## src/source/exe_params.svh

```systemverilog
`ifndef EXE_PARAMS_SVH
`define EXE_PARAMS_SVH

// datapath and field widths
`define XLEN        32
`define REG_ADDR_W  5
`define ALU_OP_W    12
`define IMM_W       16
`define EXCODE_W    5

// exception codes, MIPS cause encoding
`define EX_NONE     5'd0
`define EX_ADEL     5'd4
`define EX_ADES     5'd5
`define EX_OV       5'd12

`endif

```

## src/source/exe_pkg.sv

```systemverilog
`include "exe_params.svh"

package exe_pkg;

    typedef logic [`XLEN-1:0]       word_t;
    typedef logic [`REG_ADDR_W-1:0] reg_addr_t;
    // one-hot, bit 0 is add up to bit 11 lui
    typedef logic [`ALU_OP_W-1:0]   alu_op_t;
    typedef logic [`IMM_W-1:0]      imm_t;
    typedef logic [`EXCODE_W-1:0]   excode_t;
    // 0 byte, 1 half, 2 word
    typedef logic [1:0]             mem_size_t;

    typedef enum logic [1:0] {SRC1_RS, SRC1_SA, SRC1_PC} src1_sel_e;

    typedef enum logic [1:0] {SRC2_RT, SRC2_SIMM, SRC2_ZIMM, SRC2_EIGHT} src2_sel_e;

    typedef enum logic [3:0] {
        MEM_NONE, MEM_LB, MEM_LBU, MEM_LH, MEM_LHU, MEM_LW, MEM_SB, MEM_SH, MEM_SW
    } mem_op_e;

    typedef enum logic [2:0] {
        MD_NONE, MD_MULT, MD_MULTU, MD_MTHI, MD_MTLO, MD_MFHI, MD_MFLO
    } md_op_e;

    typedef enum logic {REQ_IDLE, REQ_WAIT} req_state_e;

endpackage

```

## src/source/exe_op_if.sv

```systemverilog
`timescale 1ns/1ps

interface exe_op_if;
    import exe_pkg::*;

    // stage state
    logic      valid;
    logic      fresh;
    // latched instruction fields
    alu_op_t   alu_op;
    src1_sel_e src1_sel;
    src2_sel_e src2_sel;
    logic      ov_check;
    mem_op_e   mem_op;
    md_op_e    md_op;
    logic      gr_we;
    reg_addr_t dest;
    imm_t      imm;
    word_t     rs_value;
    word_t     rt_value;
    word_t     pc;

    modport stage (
        output valid, fresh, alu_op, src1_sel, src2_sel, ov_check, mem_op, md_op,
        output gr_we, dest, imm, rs_value, rt_value, pc
    );

    modport user (
        input valid, fresh, alu_op, src1_sel, src2_sel, ov_check, mem_op, md_op,
        input gr_we, dest, imm, rs_value, rt_value, pc
    );

endinterface

```

## src/source/mem_access.sv

```systemverilog
`timescale 1ns/1ps
`include "exe_params.svh"

module mem_access (
    exe_op_if.user             op,
    input  exe_pkg::word_t     addr,
    output exe_pkg::word_t     wdata,
    output exe_pkg::mem_size_t size,
    output logic               addr_err,
    output exe_pkg::excode_t   addr_excode
);
    import exe_pkg::*;

    logic is_load;
    logic word_access;
    logic half_access;

    assign is_load     = op.mem_op inside {MEM_LB, MEM_LBU, MEM_LH, MEM_LHU, MEM_LW};
    assign word_access = op.mem_op inside {MEM_LW, MEM_SW};
    assign half_access = op.mem_op inside {MEM_LH, MEM_LHU, MEM_SH};

    // store lanes replicated so the memory picks by address
    always_comb begin
        case (op.mem_op)
            MEM_SB:  wdata = {4{op.rt_value[7:0]}};
            MEM_SH:  wdata = {2{op.rt_value[15:0]}};
            default: wdata = op.rt_value;
        endcase
    end

    assign size = word_access ? 2'd2 : half_access ? 2'd1 : 2'd0;

    assign addr_err = (word_access && addr[1:0] != 2'b00) || (half_access && addr[0]);

    always_comb begin
        if (!addr_err) begin
            addr_excode = `EX_NONE;
        end else if (is_load) begin
            addr_excode = `EX_ADEL;
        end else begin
            addr_excode = `EX_ADES;
        end
    end

endmodule

```

## src/flat_wrapper.sv

```systemverilog
// flat-port wrapper written by rule: the top's interface ports become plain ports
module mem_access_flat import exe_pkg::*;
  (addr, wdata, size, addr_err, addr_excode, op_valid, op_fresh, op_alu_op, op_src1_sel, op_src2_sel, op_ov_check, op_mem_op, op_md_op, op_gr_we, op_dest, op_imm, op_rs_value, op_rt_value, op_pc);
  exe_op_if op_i ();
  input  exe_pkg::word_t addr;
  output exe_pkg::word_t wdata;
  output exe_pkg::mem_size_t size;
  output logic addr_err;
  output exe_pkg::excode_t addr_excode;
  input wire logic [$bits(op_i.valid)-1:0] op_valid;
  input wire logic [$bits(op_i.fresh)-1:0] op_fresh;
  input wire logic [$bits(op_i.alu_op)-1:0] op_alu_op;
  input wire logic [$bits(op_i.src1_sel)-1:0] op_src1_sel;
  input wire logic [$bits(op_i.src2_sel)-1:0] op_src2_sel;
  input wire logic [$bits(op_i.ov_check)-1:0] op_ov_check;
  input wire logic [$bits(op_i.mem_op)-1:0] op_mem_op;
  input wire logic [$bits(op_i.md_op)-1:0] op_md_op;
  input wire logic [$bits(op_i.gr_we)-1:0] op_gr_we;
  input wire logic [$bits(op_i.dest)-1:0] op_dest;
  input wire logic [$bits(op_i.imm)-1:0] op_imm;
  input wire logic [$bits(op_i.rs_value)-1:0] op_rs_value;
  input wire logic [$bits(op_i.rt_value)-1:0] op_rt_value;
  input wire logic [$bits(op_i.pc)-1:0] op_pc;
  assign op_i.valid = op_valid;
  assign op_i.fresh = op_fresh;
  assign op_i.alu_op = op_alu_op;
  assign op_i.src1_sel = op_src1_sel;
  assign op_i.src2_sel = op_src2_sel;
  assign op_i.ov_check = op_ov_check;
  assign op_i.mem_op = op_mem_op;
  assign op_i.md_op = op_md_op;
  assign op_i.gr_we = op_gr_we;
  assign op_i.dest = op_dest;
  assign op_i.imm = op_imm;
  assign op_i.rs_value = op_rs_value;
  assign op_i.rt_value = op_rt_value;
  assign op_i.pc = op_pc;
  mem_access u_core (.op(op_i), .addr(addr), .wdata(wdata), .size(size), .addr_err(addr_err), .addr_excode(addr_excode));
endmodule
```

## config.mk

```make
export PLATFORM = sky130hd
export DESIGN_NAME = mem_access_flat
export DESIGN_NICKNAME = d
export VERILOG_FILES = /design/src/source/exe_pkg.sv /design/src/source/exe_op_if.sv /design/src/source/mem_access.sv /design/src/flat_wrapper.sv
export VERILOG_INCLUDE_DIRS = /design/src /design/src/source
export SDC_FILE = /design/constraint.sdc
export NUM_CORES = 1
export LEC_CHECK = 0
export BUFFER_PORTS_ARGS = -buffer_cell sky130_fd_sc_hd__buf_2
export CORE_AREA = 2 2 83 85
export DETAILED_ROUTE_END_ITERATION = 16
export DIE_AREA = 0 0 85 87
export GPL_TIMING_DRIVEN = 0
export SYNTH_ARGS = -nofsm -noshare
export SYNTH_HDL_FRONTEND = slang
export SYNTH_SLANG_ARGS = --single-unit
```

## constraint.sdc

```tcl
create_clock -name vclk -period 2.9
set_input_delay 0.58 -clock vclk [all_inputs]
set_output_delay 0.58 -clock vclk [all_outputs]
set_load 0.03 [all_outputs]
```

Word-level counts from Yosys, hierarchy flattened
Index checks and enable logic that the tools add are counted.
Widths: inputs -> output; s select.
{"block": "totals", "reg_bits": 0, "output_inout_bits": 40, "wordCells": 20}
{"block": "classes", "n_eq_ne": 8, "n_mux": 5, "reduce_logical": 7}
{"op": "$pmux 32 s2", "n": 1}
{"op": "$eq 4x3->1 const B", "n": 4}
{"op": "$eq 4x2->1 const B", "n": 2}
{"op": "$mux 5", "n": 1}
{"op": "$reduce_bool 5->1", "n": 1}
{"op": "$eq 4x1->1 const B", "n": 1}
{"op": "$eq 4x4->1 const B", "n": 1}
{"op": "$reduce_bool 2->1", "n": 2}
{"op": "$reduce_bool 3->1", "n": 1}
{"op": "$logic_and 1x1->1", "n": 2}
{"op": "$mux 1", "n": 2}
{"op": "$mux 2", "n": 1}
{"op": "$logic_or 1x1->1", "n": 1}

Longest topological paths before layout
Gate-level depths: netlist of the first run.
{"block": "depth", "depth_word": 5, "ltp_mapped": 6}

Least setup slack after synthesis of the first run
No wires, ideal clock.
{"block": "synth_timing", "kind": "in2out", "from": "input port op_mem_op[0]", "to": "output port addr_excode[2]", "t_arrival_ns": 2.061, "required_time_ns": 2.320, "setup_slack_ns": 0.259, "path_stages": 5, "n_path_buf": 2, "path_cell_list": "buf_4 > a21oi_1 > o31a_1 > o21ai_0 > buf_4"}
{"block": "synth_between", "elab_chain_cells": 5}
{"element": "from (decl)", "line": "flat_wrapper.sv:16", "source": "input wire logic [$bits(op_i.mem_op)-1:0] op_mem_op;"}
{"element": "$eq 4x2->1, or another cell as far along", "line": "mem_access.sv:20", "source": "assign half_access = op.mem_op inside {MEM_LH, MEM_LHU, MEM_SH};"}
{"element": "$reduce_bool 3->1 or $reduce_bool 2->1 (tied branches)", "line": "mem_access.sv:20, mem_access.sv:19"}
{"element": "$logic_and 1x1->1", "line": "mem_access.sv:33", "source": "assign addr_err = (word_access && addr[1:0] != 2'b00) || (half_access && addr[0]);"}
{"element": "$logic_or 1x1->1 (*)", "line": "mem_access.sv:33"}
{"element": "net addr_err", "line": "flat_wrapper.sv:8", "source": "output logic addr_err;"}
{"element": "$mux 5 (*)", "line": "mem_access.sv:36", "source": "if (!addr_err) begin"}
{"element": "to (decl)", "line": "flat_wrapper.sv:9", "source": "output exe_pkg::excode_t addr_excode;"}
The timed path passes the listed nets; every way through them passes the cells marked *.

Worst setup path after layout of the first run
{"block": "layout_timing", "from": "input port op_mem_op[3]", "to": "output port wdata[14]"}
{"block": "layout_between", "elab_chain_cells": 2}
{"element": "$eq 4x3->1", "line": "mem_access.sv:24", "source": "case (op.mem_op)"}
{"element": "$pmux 32 s2 (*)", "line": "mem_access.sv:24"}
{"element": "to (decl)", "line": "flat_wrapper.sv:6", "source": "output exe_pkg::word_t wdata;"}
Mark *: on every way between the ends. The rest lies on a longest branch, timed or not.

==> flow_metrics.py, run 1 <==
metrics = {
    "power": {
        "vdd_ir_drop_max_mv": 0.06283,
        "p_leak_nw": 0.6151,
        "power_density_mw_per_mm2": 197.6,
    },
    "sta": {
        "rsz0062_at_grt": "false",
        "finalHoldViolCount": 0,
        "setup_ws_ns": 0.5645,
        "finalCriticalPeriod_ns": 2.335,
        "tns_ns": 0,
        "fmax_mhz": 428.2,
        "timing.final.crit_share_pct": 80.53,
        "finalSetupViolCount": 0,
        "maxSlewViolCount": 0,
    },
    "yosys": {
        "seq_area_frac_synth_pct": 0,
        "synth_area_sq_um": 593.1,
        "synth_top_family_by_area": "multiplexers",
        "yosys-top-cells-count": "14 x buf_4, 13 x mux2_2, 12 x nand2_1, 10 x o21ai_0, 8 x mux2i_1",
        "synth_fa_ha_area_share_pct": 0,
        "ys_warn_count": 0,
        "netlist_instances": 76,
        "synthTopCellsByArea": "mux2_2 25%, buf_4 18%, mux2i_1 14%",
        "synthMuxAreaShare_pct": 45.78,
        "synth-simple-area-share_pct": 17.72,
        "yosysMostFrequentCell": "buf_4",
        "synth_area_per_cell_sq_um": 7.804,
        "synthXorXnorAreaFrac_pct": 0,
        "synth_top_area_share_pct": 24.68,
        "yosysTopAreaCell": "mux2_2",
        "synth_cell_types": 18,
        "synth_compound_area_share_pct": 13.92,
    },
    "setup_path": {
        "cp_data_required_time_ns": 2.32,
        "path_class": "primary input to output port",
        "cp_max_fo": 8,
        "cp.arrival_ns": 1.76,
        "max_stage_delay_ns": 0.36,
        "crit_slowest_cell": "mux2_2",
        "cp_cell_sequence": "buf_2, nand3b_4, nor2_8, mux2_2, buf_2",
        "cp-end-kind": "output port",
        "start_kind": "primary input",
        "cp_common_cell": "buf_2",
    },
    "layout": {
        "layout-drive-gt1-share_pct": 71.71,
        "fillers": 741,
        "regArea_sq_um": 0,
        "fin_area_sq_mm": 0.001071,
        "layout.cells.non_filler": 232,
        "fin_nets": 330,
        "antenna_cells": 0,
        "seq_cell_count": 0,
        "syn2layout_area_growth_pct": 80.59,
        "final_core_util_pct": 16.30,
        "clkbuf_count": 0,
    },
    "floorplanning": {
        "rows": 30,
        "die_area_sq_mm": 0.007395,
        "initial_core_util_pct": 9.029,
        "die_w_microns": 85,
        "core-area_sq_mm": 0.006569,
        "ioPinCount": 216,
        "die_h_microns": 87,
    },
    "global_routing": {
        "grtUsageTotal_pct": 6.824,
        "antenna_found_initial": 0,
        "grt_overflow": 0,
        "grt_max_degree": 11,
        "grt_pass1_vias": 753,
        "grt_pass1_wl_microns": 3988,
    },
    "routing": {
        "first_pass_iters": 4,
        "viasPerCell": 3.500,
        "wl_microns": 2677,
        "wire_per_inst_microns": 11.54,
        "drt.antenna.violating_nets": 0,
        "route.detailed.drc": 0,
        "dr_total_vias": 812,
        "drt_iter0_drc": 11,
    },
    "clocking": {
        "cts-resized-gates": 0,
        "ctsHoldBuffers": 0,
        "cts_setup_buffers": 0,
    },
    "place": {
        "place_area_sq_mm": 0.001071,
        "dp.cells": 232,
        "gp_congestion": 0.7105,
        "place_ws_ns": 0.5519,
        "io_buffers": 74,
        "dp_hpwl_microns": 2249,
    },
    "job": {
        "cap_viol_max_count": 0,
    },
    "run_status": {
        "outcome": "complete, no violations",
    },
    "min_path": {
        "hold_class": "primary input to output port",
    },
}
==> layer usage <==
layer | track usage (%) | up-vias | part of all wire, %
li1 | - | 407 | -
met3 | 2.085 | 0 | 13
met4 | 0 | 0 | 0
met2 | 10.23 | 60 | 39
met5 | 0 | - | 0
met1 | 10.16 | 345 | 48
==> cell type report <==
cell class                      instances  area (sq um)  area share, %
Multi-Input combinational cell         60         470.5          43.93
Buffer                                 17         126.4          11.80
Inverter                                1         3.754         0.3505
Tap cell                               80         100.1          9.346
Timing Repair Buffer                   74         370.4          34.58
==> power by group <==
| part | switching, W | total (W) | internal, W |
|---|---|---|---|
| combinational | 0.000130 | 0.000212 | 0.0000812 |
| clock | 0 | 0 | 0 |
| sequential | 0 | 0 | 0 |
==> cells by family (layout without fill, tap and decap cells) <==
| group | after synthesis | in the layout |
|---|---|---|
| AND/OR/NAND/NOR | 18 | 18 |
| buffers and inverters | 18 | 92 |
| multiplexers | 24 | 24 |
| other | 1 | 3 |
| AO/OA/AOI/OAI | 15 | 15 |
==> worst max-delay path: cells and delay by family <==
kind / cells / cell delay [ns]
buffers and inverters: 2 / 0.31
and+or+nand+nor: 2 / 0.50
muxes: 1 / 0.36
==> final timing paths <==
kind                            start  cells past startpoint         to  slack, ns
worst max-delay path     op_mem_op[3]                      5  wdata[14]       0.56
worst min-delay path  op_rt_value[30]                      4  wdata[30]       1.51
==> layout by cell type, fill, tap and decap left out <==
cell type   n
inv_1       1
nor2_1      2
o2111ai_1   1
nand3_1     1
mux2i_1     8
o21ai_0    10
nand2_1    12
o31a_1      1
conb_1      3
nand3b_4    1
mux2_2     13
buf_6       1
mux2_4      3
buf_4      14
buf_2      76
nand3b_1    1
nor2_8      1
a21oi_1     3
==> through the flow <==
step / hold WS, ns / total power [W]
5_1_grt: 1.532 / 0.0002277
2_1_floorplan: 1.270 / 0.0001401
3_5_place_dp: 1.515 / 0.0002128
4_1_cts: 1.521 / 0.0002140
3_3_place_gp: 1.513 / 0.0002110
6_report: 1.514 / 0.0002116
No activity file was read; power rests on OpenSTA's default activity.
==> run 2, diff against run 1 <==
==> constraint.sdc (replaced) <==
create_clock -name vclk -period 1.9
set_input_delay 0.38 -clock vclk [all_inputs]
set_output_delay 0.38 -clock vclk [all_outputs]
set_load 0.03 [all_outputs]
==> run 2 against run 1 <==
Effect of this change: hold slack worse by 0.42 ns; critical path depth unchanged; setup slack worse by 0.52 ns; routed wire length is 0.78% lower; die area did not move; first-iteration DRC count shrank 55%.
==> flow_metrics.py, run 2 (synthesized netlist as in run 1, its figures left out) <==
metrics = {
    "global_routing": {
        "grt_max_degree": 11,
        "grt_util_met2_pct": 10.51,
        "gr-max-usage-layer": "met2",
        "grtUsageTotal_pct": 6.647,
        "grt_util_met1_pct": 9.825,
        "antenna_found_initial": 0,
        "grt_overflow": 0,
        "grt_pass1_vias": 783,
        "met3_usage_pct": 1.327,
        "grt_pass1_wl_microns": 3995,
    },
    "setup_path": {
        "cp_max_fo": 8,
        "cp-end-kind": "output port",
        "cp.arrival_ns": 1.48,
        "path_class": "primary input to output port",
        "crit_slowest_cell": "mux2_2",
        "worstSetupStartpoint": "op_mem_op[3]",
        "cp_data_required_time_ns": 1.52,
        "start_kind": "primary input",
        "cp_cell_sequence": "buf_2, nand3b_4, nor2_8, mux2_2, buf_4",
        "max_stage_delay_ns": 0.36,
    },
    "layout": {
        "syn2layout_area_growth_pct": 87.97,
        "fillers": 741,
        "mostFrequentLayoutCells": "66 x buf_2, 26 x buf_4, 13 x mux2_2",
        "seq_cell_count": 0,
        "antenna_cells": 0,
        "regArea_sq_um": 0,
        "final_common_cell": "buf_2",
        "layout.cells.non_filler": 234,
        "fin_nets": 332,
        "clkbuf_count": 0,
        "fin_area_sq_mm": 0.001115,
        "multiInputGateArea_sq_um": 474.2,
        "layout-drive-gt1-share_pct": 72.73,
    },
    "place": {
        "gp_congestion": 0.6692,
        "place_area_sq_mm": 0.001075,
        "dp.cells": 232,
        "dp_hpwl_microns": 2305,
        "io_buffers": 74,
    },
    "floorplanning": {
        "rows": 30,
        "initial_core_util_pct": 9.029,
        "core-area_sq_mm": 0.006569,
        "die_h_microns": 87,
        "die_w_microns": 85,
        "ioPinCount": 216,
        "die_area_sq_mm": 0.007395,
    },
    "routing": {
        "dr_total_vias": 822,
        "wl_microns": 2656,
        "drt.antenna.violating_nets": 0,
        "wire_per_inst_microns": 11.35,
        "drt_iter0_drc": 5,
        "route.detailed.drc": 0,
        "first_pass_iters": 3,
        "viasPerCell": 3.513,
    },
    "sta": {
        "maxSlewViolCount": 0,
        "timing.final.crit_share_pct": 97.91,
        "rsz0062_at_grt": "true",
        "finalHoldViolCount": 0,
        "finalCriticalPeriod_ns": 1.860,
        "finalSetupViolCount": 0,
        "fmax_mhz": 537.5,
    },
    "power": {
        "power_density_mw_per_mm2": 302.0,
        "vdd_ir_drop_max_mv": 0.09567,
        "p_leak_nw": 0.6343,
    },
    "run_status": {
        "outcome": "complete, no violations",
    },
    "min_path": {
        "hold_start": "op_rt_value[31]",
        "hold_class": "primary input to output port",
    },
    "job": {
        "cap_viol_max_count": 0,
    },
    "clocking": {
        "ctsHoldBuffers": 0,
    },
}
run 2: cell types whose count changed in the layout (fill, tap and decap cells not counted):
cell / delta
buf_2: -10
buf_4: +12
o21ai_0: -8
o21ai_1: +7
o21ai_2: +1
run 2: through the flow:
step | setup slack (ns) | power (W) | utilization, % | setup TNS [ns] | hold WS, ns
floorplan | 0.04955 | 0.0002169 | - | 0 | 0.8696
global placement | -0.04172 | 0.0003259 | 16.36 | -0.2857 | 1.112
detailed placement | -0.05587 | 0.0003280 | 16.36 | -0.3914 | 1.115
CTS | -0.001300 | 0.0003354 | 16.74 | -0.001300 | 1.118
global route | -0.008171 | 0.0003602 | 16.97 | -0.01786 | 1.136
finish | 0.03963 | 0.0003367 | 16.97 | 0 | 1.096
run 2: critical path: cells and delay by family:
kind	cells	cell delay, ns
muxes	1	0.36
and+or+nand+nor	2	0.42
buffers and inverters	2	0.31
run 2: worst paths after layout:
kind / depth (start not counted) / end / slack, ns
setup / recovery: 5 / wdata[11] / 0.04
hold / removal: 4 / wdata[31] / 1.10
run 2: area by class of cell:
| cell class | count | share of cell area, % |
|---|---|---|
| buffer | 17 | 11.56 |
| inverter | 1 | 0.3367 |
| tap | 80 | 8.979 |
| multi-input combinational | 60 | 42.54 |
| timing repair buffer | 76 | 36.59 |
run 2: where the power goes:
group,switching [W],internal (W),leakage (nW)
clock,0,0,0
combinational,0.000202,0.000135,0.634
sequential,0,0,0
run 2: metal layers:
metal / part of all wire [%] / vias up
li1: - / 410
met1: 48 / 356
met2: 42 / 56
met3: 10 / 0
met4: 0 / 0
met5: 0 / -
run 2: repair_timing:
action	4_1_cts	5_1_grt
gates resized for setup	4	12
setup buffers	2	0
pin swaps	1	1
endpoints found under the setup margin	8	16
