<file path="src/source/exe_params.svh">
`ifndef EXE_PARAMS_SVH
`define EXE_PARAMS_SVH

// datapath and field widths
`define XLEN        32
`define REG_ADDR_W  5
`define ALU_OP_W    12
`define IMM_W       16
`define EXCODE_W    5

// exception codes, MIPS cause encoding
`define EX_NONE     5'd0
`define EX_ADEL     5'd4
`define EX_ADES     5'd5
`define EX_OV       5'd12

`endif

</file>
<file path="src/source/exe_pkg.sv">
`include "exe_params.svh"

package exe_pkg;

    typedef logic [`XLEN-1:0]       word_t;
    typedef logic [`REG_ADDR_W-1:0] reg_addr_t;
    // one-hot, bit 0 is add up to bit 11 lui
    typedef logic [`ALU_OP_W-1:0]   alu_op_t;
    typedef logic [`IMM_W-1:0]      imm_t;
    typedef logic [`EXCODE_W-1:0]   excode_t;
    // 0 byte, 1 half, 2 word
    typedef logic [1:0]             mem_size_t;

    typedef enum logic [1:0] {SRC1_RS, SRC1_SA, SRC1_PC} src1_sel_e;

    typedef enum logic [1:0] {SRC2_RT, SRC2_SIMM, SRC2_ZIMM, SRC2_EIGHT} src2_sel_e;

    typedef enum logic [3:0] {
        MEM_NONE, MEM_LB, MEM_LBU, MEM_LH, MEM_LHU, MEM_LW, MEM_SB, MEM_SH, MEM_SW
    } mem_op_e;

    typedef enum logic [2:0] {
        MD_NONE, MD_MULT, MD_MULTU, MD_MTHI, MD_MTLO, MD_MFHI, MD_MFLO
    } md_op_e;

    typedef enum logic {REQ_IDLE, REQ_WAIT} req_state_e;

endpackage

</file>
<file path="src/source/exe_op_if.sv">
`timescale 1ns/1ps

interface exe_op_if;
    import exe_pkg::*;

    // stage state
    logic      valid;
    logic      fresh;
    // latched instruction fields
    alu_op_t   alu_op;
    src1_sel_e src1_sel;
    src2_sel_e src2_sel;
    logic      ov_check;
    mem_op_e   mem_op;
    md_op_e    md_op;
    logic      gr_we;
    reg_addr_t dest;
    imm_t      imm;
    word_t     rs_value;
    word_t     rt_value;
    word_t     pc;

    modport stage (
        output valid, fresh, alu_op, src1_sel, src2_sel, ov_check, mem_op, md_op,
        output gr_we, dest, imm, rs_value, rt_value, pc
    );

    modport user (
        input valid, fresh, alu_op, src1_sel, src2_sel, ov_check, mem_op, md_op,
        input gr_we, dest, imm, rs_value, rt_value, pc
    );

endinterface

</file>
<file path="src/source/data_req_ctrl.sv">
`timescale 1ns/1ps

module data_req_ctrl (
    input  logic    clk,
    input  logic    reset,
    exe_op_if.user  op,
    input  logic    blocked,
    input  logic    leave,
    output logic    data_req,
    input  logic    data_addr_ok,
    output logic    mem_ready
);
    import exe_pkg::*;

    req_state_e state;
    logic       req_pending;
    logic       start;

    // request goes out on the first valid cycle
    assign start    = state == REQ_IDLE && op.fresh && op.mem_op != MEM_NONE && !blocked;
    assign data_req = start || (state == REQ_WAIT && req_pending);

    always_ff @(posedge clk) begin
        if (reset) begin
            state       <= REQ_IDLE;
            req_pending <= 1'b0;
            mem_ready   <= 1'b0;
        end else begin
            case (state)
                REQ_IDLE: begin
                    if (start) begin
                        state       <= REQ_WAIT;
                        req_pending <= !data_addr_ok;
                        mem_ready   <= data_addr_ok;
                    end
                end
                REQ_WAIT: begin
                    if (req_pending && data_addr_ok) begin
                        req_pending <= 1'b0;
                        mem_ready   <= 1'b1;
                    end else if (leave) begin
                        mem_ready <= 1'b0;
                        state     <= REQ_IDLE;
                    end
                end
                default: state <= REQ_IDLE;
            endcase
        end
    end

endmodule

</file>
<file path="src/flat_wrapper.sv">
// flat-port wrapper written by rule: the top's interface ports become plain ports
module data_req_ctrl_flat import exe_pkg::*;
  (clk, reset, blocked, leave, data_req, data_addr_ok, mem_ready, op_valid, op_fresh, op_alu_op, op_src1_sel, op_src2_sel, op_ov_check, op_mem_op, op_md_op, op_gr_we, op_dest, op_imm, op_rs_value, op_rt_value, op_pc);
  exe_op_if op_i ();
  input  logic clk;
  input  logic reset;
  input  logic blocked;
  input  logic leave;
  output logic data_req;
  input  logic data_addr_ok;
  output logic mem_ready;
  input wire logic [$bits(op_i.valid)-1:0] op_valid;
  input wire logic [$bits(op_i.fresh)-1:0] op_fresh;
  input wire logic [$bits(op_i.alu_op)-1:0] op_alu_op;
  input wire logic [$bits(op_i.src1_sel)-1:0] op_src1_sel;
  input wire logic [$bits(op_i.src2_sel)-1:0] op_src2_sel;
  input wire logic [$bits(op_i.ov_check)-1:0] op_ov_check;
  input wire logic [$bits(op_i.mem_op)-1:0] op_mem_op;
  input wire logic [$bits(op_i.md_op)-1:0] op_md_op;
  input wire logic [$bits(op_i.gr_we)-1:0] op_gr_we;
  input wire logic [$bits(op_i.dest)-1:0] op_dest;
  input wire logic [$bits(op_i.imm)-1:0] op_imm;
  input wire logic [$bits(op_i.rs_value)-1:0] op_rs_value;
  input wire logic [$bits(op_i.rt_value)-1:0] op_rt_value;
  input wire logic [$bits(op_i.pc)-1:0] op_pc;
  assign op_i.valid = op_valid;
  assign op_i.fresh = op_fresh;
  assign op_i.alu_op = op_alu_op;
  assign op_i.src1_sel = op_src1_sel;
  assign op_i.src2_sel = op_src2_sel;
  assign op_i.ov_check = op_ov_check;
  assign op_i.mem_op = op_mem_op;
  assign op_i.md_op = op_md_op;
  assign op_i.gr_we = op_gr_we;
  assign op_i.dest = op_dest;
  assign op_i.imm = op_imm;
  assign op_i.rs_value = op_rs_value;
  assign op_i.rt_value = op_rt_value;
  assign op_i.pc = op_pc;
  data_req_ctrl u_core (.clk(clk), .reset(reset), .op(op_i), .blocked(blocked), .leave(leave), .data_req(data_req), .data_addr_ok(data_addr_ok), .mem_ready(mem_ready));
endmodule
</file>
<file path="config.mk">
export PLATFORM = sky130hd
export DESIGN_NAME = data_req_ctrl_flat
export DESIGN_NICKNAME = d
export VERILOG_FILES = /design/src/source/exe_pkg.sv /design/src/source/exe_op_if.sv /design/src/source/data_req_ctrl.sv /design/src/flat_wrapper.sv
export VERILOG_INCLUDE_DIRS = /design/src /design/src/source
export SDC_FILE = /design/constraint.sdc
export NUM_CORES = 1
export LEC_CHECK = 0
export ABC_CLOCK_PERIOD_IN_PS = 4400
export CORE_AREA = 2 2 58 60
export DETAILED_ROUTE_END_ITERATION = 8
export DIE_AREA = 0 0 60 62
export DONT_BUFFER_PORTS = 1
export GPL_ROUTABILITY_DRIVEN = 0
export GPL_TIMING_DRIVEN = 1
export PLACE_DENSITY_LB_ADDON = 0.12
export SYNTH_ARGS = -nofsm -noshare
export SYNTH_HDL_FRONTEND = slang
export SYNTH_SLANG_ARGS = --single-unit
</file>
<file path="constraint.sdc">
create_clock -name clk -period 4.4 [get_ports clk]
set_clock_uncertainty 0.1 [all_clocks]
set_input_delay 0.44 -clock clk [delete_from_list [all_inputs] [get_ports clk]]
set_output_delay 0.44 -clock clk [all_outputs]
set_load 0.1 [all_outputs]
</file>
* Word level (Yosys, flattened, before mapping) *
Index checks and enable logic that the tools add are counted.

operators by class
  bitwise operators = 1
  eq/ne operators = 3
  reduce and logical (&&, ||, !) cells = 11
  muxes and demuxes = 11

operator list
  kind                  number
  $mux W1               8
  $pmux W1 S2           3
  $logic_and A1 B1 Y1   5
  $reduce_and A2 Y1     2
  $reduce_bool A4 Y1    1
  $ne A3 B3 Y1 const B  1
  $logic_not A1 Y1      2
  $ne A2 B1 Y1 const B  1
  $ne A2 B2 Y1 const B  1
  $logic_or A1 B1 Y1    1
  $not A1 Y1            1

storage, ports and cells
  register bits after elaboration = 3
  output and inout port bits = 2
  logic and storage cells = 29
  input port bits = 149

* Depth between registers and ports, before layout *
Gate-level depths: netlist of the first run.

  depth in word-level cells = 6
  depth in mapped cells = 3
  mapped depth without buffers = 3

* Worst setup path before layout of the first run *
No wires, ideal clock.

  path type = input to output
  start point = input blocked
  end point = output data_req
  cell stages on the path = 3
  arrival time = 1.753 ns
  setup slack = 2.107 ns
  required time = 3.860 ns
  buffers on the path = 0
  cells stage by stage = or3b_1 or2_1 nand2_1

between the ends
  cells in the longest elaborated chain, start to end = 3

RTL lines
  element              RTL line             RTL
  from (decl)          flat_wrapper.sv:7    input logic blocked;
  $logic_not A1 Y1     data_req_ctrl.sv:20  assign start = state == REQ_IDLE && op.fresh && op.mem_op != MEM_NONE && !blocked;
  $logic_and A1 B1 Y1  data_req_ctrl.sv:20
  $logic_or A1 B1 Y1   data_req_ctrl.sv:21  assign data_req = start || (state == REQ_WAIT && req_pending);
  to (decl)            flat_wrapper.sv:9    output logic data_req;

Every way passes these cells.

* Worst setup path after layout of the first run *
  start point = register u_core.state
  end point = output data_req

between the ends
  cells in the longest elaborated chain, start to end = 5
  elaborated cells between the ends (all ways) = 6
  those cells by class = 1 x bitwise; 5 x reduce/logical

RTL lines
  element                           RTL line             RTL
  from (decl)                       data_req_ctrl.sv:15  req_state_e state;
  from (signal assigned)            data_req_ctrl.sv:25  state <= REQ_IDLE;
  from (signal assigned)            data_req_ctrl.sv:32  state <= REQ_WAIT;
  from (signal assigned)            data_req_ctrl.sv:43  state <= REQ_IDLE;
  $not A1 Y1                        data_req_ctrl.sv:20
  $logic_and A1 B1 Y1 (3 in a row)  data_req_ctrl.sv:20
  $logic_or A1 B1 Y1 *              data_req_ctrl.sv:21

Mark *: on every way between the ends. The rest lies on a longest branch, timed or not.

==> metrics.yaml, run 1 <==
grt_use_met3: 0.0393
io_pins: 151
post_cts_buffers: 0
h-tree-depth: 1
grt.overflow.total: 0
path_cells: "or3b_1 > or2_1 > nand2_1"
wl_per_cell_um: 7.53
drt-pass1-iter-count: 4
fin_crit_ns: 2.54
power.density_mw_per_mm2: 377
hold_violations: 0
p_leak_nw: 0.0761
critPathArrivalTime_ns: 2.00
cts_tree: "yes"
grt_antenna_before_repair: 0
timing.rr.start: "u_core.mem_ready$_SDFFE_PP0P_"
status: "complete, no violations"
hp-class: "input pin to flop"
cp.required_ns: 3.86
hpwl_um: 439
ctsResizeCount: 0
fp.dieW_um: 60
core_mm2: 0.00318
synth_area_um2: 171
die_area_mm2: 0.00372
gr-max-usage-layer: "met4"
startpoint: "u_core.state$_SDFF_PP0_"
ys_ff_latch: 3
via_count: 174
clockBufferDepth: 2
multiInputGateArea_um2: 100
cts_buffers: 3
rows: 21
viasPerCell: 2.49
clock-sinks: 3
drive_gt1_frac: 0.208
rsz0062_at_grt: "no"
num-fill-cells: 374
detail-route-antenna-nets: 0
post-route-cell-area_um2: 255
initial_core_util: 0.0539
routed_wl_um: 527
fin_crit_sh: 0.578
setup.worst_path.class: "flop to primary output"
max-cap-violations: 0
first_global_vias: 159
ys_warn_count: 0
fin_tns_setup_ns: 0
critPathCapture: "data_req"
critPathMaxFanout: 7
fmax_mhz: 393
r2r-end: "u_core.mem_ready$_SDFFE_PP0P_"
syn_to_final_growth_pct: 48.9
die_height_um: 62
drtIter0Drc: 4
relSlewSlack: 0.348
r2r_cells: 3
yosysSeqAreaShare: 0.350
drv_slew: 0
regArea_um2: 60.1
placed_area_um2: 229
nets: 174
grt_usage: 0.0357
crit_path_end_kind: "primary output"
grt_max_degree: 8
synth_cell_type_count: 14
io_buffers: 0
gr-usage-met1: 0.0346
critical-path-max-stage-delay_ns: 0.71
syn_avg_cell_area_um2: 8.57
synth.net_count: 169
ff2ff_setup_slack_ns: 2.82
vdd_drop_max_mv: 0.0529
setup_violations: 0
grt_pass1_wl_um: 745
p_total_w: 0.0000963
antenna_cells: 0
cp_slowest_cell: "nand2_1"
clockRootBuffer: "clkbuf_4"
tightest_slew_ns: 0.977
cts_hold_buf: 0
synth_cells: 20
clkLatencyLatePin_ns: 0.24
use_met2: 0.0326
start_kind: "flop"
drc: 0
clk_pin_slew_worst_paths_ns: 0.04
-- power by group --
part           internal (W)  total (W)  switching (W)
logic            0.00000367  0.0000125     0.00000886
registers         0.0000291  0.0000344     0.00000533
clock network     0.0000341  0.0000494      0.0000153
total             0.0000668  0.0000963      0.0000295
-- cells in the mapped netlist --
library cell  instances  area, µm²
o21bai_1              1       7.51
nand2_1               2       7.51
or3b_1                1       8.76
inv_1                 3       11.3
a22o_2                1       10.0
a221oi_2              1       15.0
a31oi_1               1       6.26
a211oi_1              2       15.0
nand3_1               1       5.00
or2b_1                1       7.51
o21ai_0               1       5.00
dfxtp_1               3       60.1
nor4_1                1       6.26
or2_1                 1       6.26
-- sequential cells by signal, summed over array words and instances (netlist names) --
name                cells
u_core.mem_ready        1
u_core.req_pending      1
u_core.state            1
-- per-layer routing --
layer  up-vias  share of wire
met3         2           0.21
met5         -              0
met4         0          0.023
met2        17           0.37
li1         82              -
met1        73           0.39
-- worst min-delay path by stage --
stage,endpoint,from,cells after the start
after global routing,u_core.req_pending$_SDFFE_PP0P_,reset,1
after floorplan,u_core.req_pending$_SDFFE_PP0P_,u_core.req_pending$_SDFFE_PP0P_,2
final,u_core.state$_SDFF_PP0_,reset,1
after global placement,u_core.req_pending$_SDFFE_PP0P_,u_core.req_pending$_SDFFE_PP0P_,2
after detailed placement,u_core.req_pending$_SDFFE_PP0P_,u_core.req_pending$_SDFFE_PP0P_,2
after CTS,u_core.req_pending$_SDFFE_PP0P_,reset,1
-- kinds of logic after synthesis --
family                 count (synthesis)  synth area share
DFF                                    3             0.350
AOI/OAI and AO/OA                      7             0.343
and+or+nand+nor                        7             0.241
buffers and inverters                  3            0.0657
-- critical path: cells and delay by family (launching register included) --
kind             cells  cell delay (ns)
flip-flops           1             0.36
AND/OR/NAND/NOR      3             1.41
-- per-stage QoR --
step	hold WS, ns	util	std cells	setup WS [ns]
floorplan	0.369	-	20	2.11
global placement	0.393	0.0720	66	2.02
detailed placement	0.395	0.0720	66	2.02
CTS	0.159	0.0803	70	1.84
global route	0.159	0.0803	70	1.79
finish	0.167	0.0803	70	1.86
-- layout make-up --
| type | count | area share |
|---|---|---|
| clock buffers | 4 | 0.103 |
| inverters | 3 | 0.0441 |
| multi-input cells | 14 | 0.392 |
| flip-flops and latches | 3 | 0.235 |
| well taps | 46 | 0.225 |
-- cell usage in the layout, fill, tap and decap left out, types with 2 or more instances in the layout --
cell type  synthesis  routed
a211oi_1           2       2
clkbuf_4           0       3
dfxtp_1            3       3
inv_1              3       3
nand2_1            2       2
(Power assumes the default switching activity.)
==> run 2, diff against run 1 <==
--- a/config.mk
+++ b/config.mk
@@ -6,7 +6,7 @@
 export SDC_FILE = /design/constraint.sdc
 export NUM_CORES = 1
 export LEC_CHECK = 0
-export ABC_CLOCK_PERIOD_IN_PS = 4400
+export ABC_CLOCK_PERIOD_IN_PS = 2600
 export CORE_AREA = 2 2 58 60
 export DETAILED_ROUTE_END_ITERATION = 8
 export DIE_AREA = 0 0 60 62
==> constraint.sdc (replaced) <==
create_clock -name clk -period 2.6 [get_ports clk]
set_clock_uncertainty 0.1 [all_clocks]
set_input_delay 0.26 -clock clk [delete_from_list [all_inputs] [get_ports clk]]
set_output_delay 0.26 -clock clk [all_outputs]
set_load 0.1 [all_outputs]
==> run 2 against run 1 <==
  * Sequential power up 51%
  * Critical path depth rose by 1
  * Critical endpoint unchanged
  * Critical path type unchanged
  * Largest cell class unchanged
  * Worst hold slack worse by 0.034 ns
  * Largest power group unchanged
==> metrics.yaml, run 2 (synthesized netlist as in run 1, its figures left out) <==
clock-sinks: 3  # unchanged
hp-class: "input pin to flop"
cts_buffers: 3  # unchanged
via_count: 184  # +5.7%
clockBufferDepth: 2  # unchanged
fin_tns_setup_ns: 0  # unchanged
fmax_mhz: 497
start_kind: "flop"
io_buffers: 0  # unchanged
r2r_cells: 3  # unchanged
grt_max_degree: 8  # unchanged
h-tree-depth: 1  # unchanged
syn_to_final_growth_pct: 69.3
drt-pass1-iter-count: 2  # -2
setup.worst_path.class: "flop to primary output"
clockRootBuffer: "clkbuf_4"
status: "complete, no violations"
fin_crit_ns: 2.01
startpoint: "u_core.state$_SDFF_PP0_"
setup_violations: 0  # unchanged
power.density_mw_per_mm2: 580  # +54%
die_area_mm2: 0.00372  # unchanged
vdd_drop_max_mv: 0.0573  # +8.4%
p_leak_nw: 0.0949  # +25%
grt_pass1_wl_um: 869  # +17%
first_global_vias: 179  # +13%
critPathArrivalTime_ns: 1.65  # -0.35 ns
max-cap-violations: 0  # unchanged
detail-route-antenna-nets: 0  # unchanged
routed_wl_um: 584  # +11%
clkLatencyLatePin_ns: 0.23  # about the same
timing.rr.start: "u_core.state$_SDFF_PP0_"
grt_antenna_before_repair: 0  # unchanged
antenna_cells: 0  # unchanged
drtIter0Drc: 4  # unchanged
critPathMaxFanout: 7  # unchanged
drc: 0  # unchanged
fin_crit_sh: 0.774
grt.overflow.total: 0  # unchanged
drv_slew: 0  # unchanged
viasPerCell: 2.49  # about the same
ff2ff_setup_slack_ns: 1.09  # -1.73 ns
tightest_slew_ns: 0.424  # -0.553 ns
num-fill-cells: 375  # +0.27%
rsz0062_at_grt: "no"
crit_path_end_kind: "primary output"
initial_core_util: 0.0539  # unchanged
top_regs: "u_core.mem_ready x1, u_core.req_pending x1, u_core.state x1"
path_cells: "or3b_1 > or2_1 > nand2_1 > buf_4"
nets: 178  # +2.3%
cts_tree: "yes"
die_height_um: 62  # unchanged
critical-path-max-stage-delay_ns: 0.40  # -0.31 ns
critPathCapture: "data_req"
rows: 21  # unchanged
io_pins: 151  # unchanged
core_mm2: 0.00318  # unchanged
r2r-end: "u_core.req_pending$_SDFFE_PP0P_"
relSlewSlack: 0.715  # +0.367
wl_per_cell_um: 7.89  # +4.8%
cp_slowest_cell: "or3b_1"
hold_violations: 0  # unchanged
fp.dieW_um: 60  # unchanged
cp.required_ns: 2.24  # -1.62 ns
grt_usage: 0.0388  # +0.00303
clk_pin_slew_worst_paths_ns: 0.03  # about the same
drive_gt1_frac: 0.250  # +0.0417
final_cell_mix: "inv_1, clkbuf_4, dfxtp_1"
hold_slack_ns: 0.132  # -0.0344 ns
-- run 2: layout make-up --
class                      instances  area, µm²  area share
inverter                           3       11.3      0.0388
timing repair buffer               4       35.0       0.121
sequential                         3       60.1       0.207
multi-input combinational         14        100       0.345
clock buffer                       4       26.3      0.0905
tap                               46       57.6       0.198
-- run 2: power breakdown --
part | total (W) | switching [W] | leakage (nW) | internal (W)
logic | 0.0000338 | 0.0000231 | 0.0554 | 0.0000107
registers | 0.0000520 | 0.00000281 | 0.0246 | 0.0000492
clock network | 0.0000826 | 0.0000250 | 0.0150 | 0.0000576
-- run 2: timing repair --
item | CTS | global route
setup buffers | 0 | 0
hold buffers | 1 | 1
endpoints found under the hold margin | 2 | 1
gates resized for setup | 0 | 0
-- run 2: worst min path at each step --
stage	slack, ns	from	cells after the start	end
detailed placement	0.23	reset	1	u_core.req_pending$_SDFFE_PP0P_
floorplan	0.23	reset	1	u_core.req_pending$_SDFFE_PP0P_
global placement	0.23	reset	1	u_core.req_pending$_SDFFE_PP0P_
global route	0.13	leave	2	u_core.state$_SDFF_PP0_
CTS	0.004	data_addr_ok	1	u_core.req_pending$_SDFFE_PP0P_
finish	0.13	leave	2	u_core.state$_SDFF_PP0_
-- run 2: routing by layer --
layer  wire (µm)  global-route usage  up-vias
li1            -                   -       92
met1         287              0.0396       79
met2         217              0.0435       13
met3          80              0.0373        0
met4           0              0.0381        0
met5           0                   0        -
-- run 2: through the flow --
step	setup slack [ns]	std cells	power (W)	instance area [µm²]	util
global route	0.500	74	0.000180	290	0.0913
finish	0.587	74	0.000168	290	0.0913
global placement	0.808	68	0.0000840	244	0.0767
detailed placement	0.813	68	0.0000837	244	0.0767
CTS	0.562	73	0.000171	280	0.0882
floorplan	0.617	20	0.0000773	171	-
-- run 2: critical path, delay by kind of cell (launching register included) --
family        cells  cell delay [ns]
simple gates      3             0.77
buf+inv           1             0.28
flops             1             0.36
==> run 3, diff against run 2 <==
--- a/config.mk
+++ b/config.mk
@@ -6,7 +6,8 @@
 export SDC_FILE = /design/constraint.sdc
 export NUM_CORES = 1
 export LEC_CHECK = 0
-export ABC_CLOCK_PERIOD_IN_PS = 2600
+export ABC_AREA = 1
+export ABC_CLOCK_PERIOD_IN_PS = 1970
 export CORE_AREA = 2 2 58 60
 export DETAILED_ROUTE_END_ITERATION = 8
 export DIE_AREA = 0 0 60 62
==> constraint.sdc (replaced) <==
create_clock -name clk -period 1.97 [get_ports clk]
set_clock_uncertainty 0.1 [all_clocks]
set_input_delay 0.197 -clock clk [delete_from_list [all_inputs] [get_ports clk]]
set_output_delay 0.197 -clock clk [all_outputs]
set_load 0.1 [all_outputs]
==> run 3 against run 2 <==
  * Critical path depth is 2 higher
  * First-iteration DRC count is 25% lower
  * Worst hold slack worse by 0.092 ns
  * Sequential power is 34% higher
  * Synthesized cell count is 70% higher
  * Combinational power is 70% higher
  * Sequential cell count stayed put
  * Non-clock buffer count is 1 lower
  * Via count is 16% higher
  * Power is 39% higher
  * Largest cell class unchanged
==> metrics.yaml, run 3 <==
drc: 0  # unchanged
async_flop_share: 0  # unchanged
crit_path_end_kind: "primary output"
wl_per_cell_um: 5.85  # -26%
critPathArrivalTime_ns: 1.21  # -0.44 ns
p_leak_nw: 0.142  # +49%
io_pins: 151  # unchanged
num-fill-cells: 380  # +1.3%
syn_avg_cell_area_um2: 5.89  # -31%
cts_buffers: 3  # unchanged
max-cap-violations: 0  # unchanged
synth_common_cells: "nand2_1, inv_1, nor2_1"
viasPerCell: 2.45  # -1.5%
fin_crit_sh: 0.766
grt_antenna_before_repair: 0  # unchanged
core_mm2: 0.00318  # unchanged
clockRootBuffer: "clkbuf_4"
rows: 21  # unchanged
routed_wl_um: 509  # -13%
power.density_mw_per_mm2: 755  # +30%
synth_area_um2: 200  # +17%
synth_cells: 34  # +70%
h-tree-depth: 1  # unchanged
synth_edf_count: 0  # unchanged
grt.overflow.total: 0  # unchanged
final_cell_mix: "nand2_1, inv_1, nor2_1"
start_kind: "flop"
initial_core_util: 0.0630  # +0.00905
via_count: 213  # +16%
fp.dieW_um: 60  # unchanged
regArea_um2: 60.1  # unchanged
cp_slowest_cell: "dfxtp_1"
clkLatencyLatePin_ns: 0.23  # about the same
dp_cells: 82  # +21%
fin_tns_setup_ns: 0  # unchanged
rsz0062_at_grt: "no"
synth_top_area_frac: 0.300  # -0.0504
use_met2: 0.0435  # unchanged
cts_tree: "yes"
tightest_slew_ns: 0.278  # -0.146 ns
hold_violations: 0  # unchanged
yosysSeqAreaShare: 0.300  # -0.0504
multiInputGateArea_um2: 110  # +10%
drtIter0Drc: 3  # -1
setup.worst_path.class: "flop to primary output"
io_buffers: 0  # unchanged
final_common_cell: "nand2_1"
critical-path-max-stage-delay_ns: 0.34  # -0.06 ns
setup_violations: 0  # unchanged
instances_no_fill: 87  # +18%
grt_use_met3: 0.0186  # -0.0186
ys_warn_count: 0  # unchanged
hp-class: "input pin to flop"
gr-usage-met1: 0.0395  # -0.0000488
synth_cell_type_count: 11  # -3
ys_ff_latch: 3  # unchanged
synth.net_count: 183  # +8.3%
antenna_cells: 0  # unchanged
grt_pass1_wl_um: 883  # +1.6%
relSlewSlack: 0.816  # +0.101
critPathMaxFanout: 6  # -1
gr-max-usage-layer: "met4"
nets: 191  # +7.3%
die_area_mm2: 0.00372  # unchanged
drt-pass1-iter-count: 4  # +2
fin_crit_ns: 1.51
post_cts_buffers: 0  # unchanged
clockBufferDepth: 2  # unchanged
cp.required_ns: 1.67  # -0.57 ns
top_regs: "u_core.mem_ready x1, u_core.req_pending x1, u_core.state x1"
grt_max_degree: 7  # -1
syn_to_final_growth_pct: 54.4
utilization: 0.0972  # +0.00590
yosys.area.top_type: "dfxtp_1"
first_global_vias: 228  # +27%
clock-sinks: 3  # unchanged
fmax_mhz: 663
path_cells: "inv_2 > nand2_2 > nor2_4 > nand2_4 > nand2_1 > buf_4"
synthTopCellsByArea: "dfxtp_1, nand2_1, inv_1"
synthFlopType: "dfxtp_1"
drv_slew: 0  # unchanged
clk_pin_slew_worst_paths_ns: 0.04  # about the same
status: "complete, no violations"
detail-route-antenna-nets: 0  # unchanged
drive_gt1_frac: 0.220  # -0.0305
die_height_um: 62  # unchanged
grt_usage: 0.0362  # -0.00260
hpwl_um: 427
vdd_drop_max_mv: 0.0886  # +55%
synth_most_common_cell: "nand2_1"
==> run 3: cell count changes after synthesis, sizes merged, moves of 2 or more <==
cell / previous run / this run
a21oi: 0 / 3
inv: 3 / 8
nand2: 2 / 13
nor2: 0 / 5
a211oi: 2 / 0
==> run 3: cell families (layout without fill, tap and decap cells) <==
group,after synthesis,after routing,share of synthesized area
and+or+nand+nor,19,19,0.450
buffers and inverters,8,15,0.150
AOI/OAI and AO/OA,4,4,0.100
DFF,3,3,0.300
==> run 3: metrics by stage <==
step	setup slack, ns	hold slack (ns)	area [µm²]	power, W
detailed placement	0.688	0.172	273	0.000127
global route	0.360	0.0351	309	0.000256
global placement	0.681	0.169	273	0.000128
finish	0.461	0.0401	309	0.000233
CTS	0.434	0.0316	309	0.000241
floorplan	0.440	0.166	200	0.000117
==> run 3: critical path, delay by kind of cell (launching register included) <==
kind | cells | cell delay (ns)
buf+inv | 2 | 0.35
flops | 1 | 0.34
simple gates | 4 | 0.29
==> run 3: repair_timing <==
| action | in CTS | in global routing |
|---|---|---|
| hold buffers | 1 | 0 |
| gates resized for setup | 0 | 0 |
| hold endpoints to repair | 1 | 0 |
==> run 3: layout make-up <==
cell class / count / area share
clock buffers: 4 / 0.0850
inverters: 8 / 0.0972
multi-input cells: 23 / 0.356
flip-flops and latches: 3 / 0.194
well taps: 46 / 0.186
repair buffers: 3 / 0.0810
==> run 3: path summary, 6_finish.rpt <==
kind,end,slack [ns],depth (start not counted),from
max,data_req,0.46,6,u_core.state$_SDFF_PP0_
min,u_core.req_pending$_SDFFE_PP0P_,0.04,3,reset
max reg2reg,u_core.mem_ready$_SDFFE_PP0P_,0.93,6,u_core.state$_SDFF_PP0_
min reg2reg,u_core.req_pending$_SDFFE_PP0P_,0.43,4,u_core.req_pending$_SDFFE_PP0P_
==> run 3: power by group <==
part | switching (W) | internal (W)
sequential | 0.00000364 | 0.0000658
clock | 0.0000305 | 0.0000758
combinational | 0.0000420 | 0.0000155
total | 0.0000762 | 0.000157
==> run 3: routing by layer <==
metal	part of all wire	routed length [µm]
met5	0	0
met1	0.42	215
met4	0.018	9
met2	0.47	241
met3	0.083	42
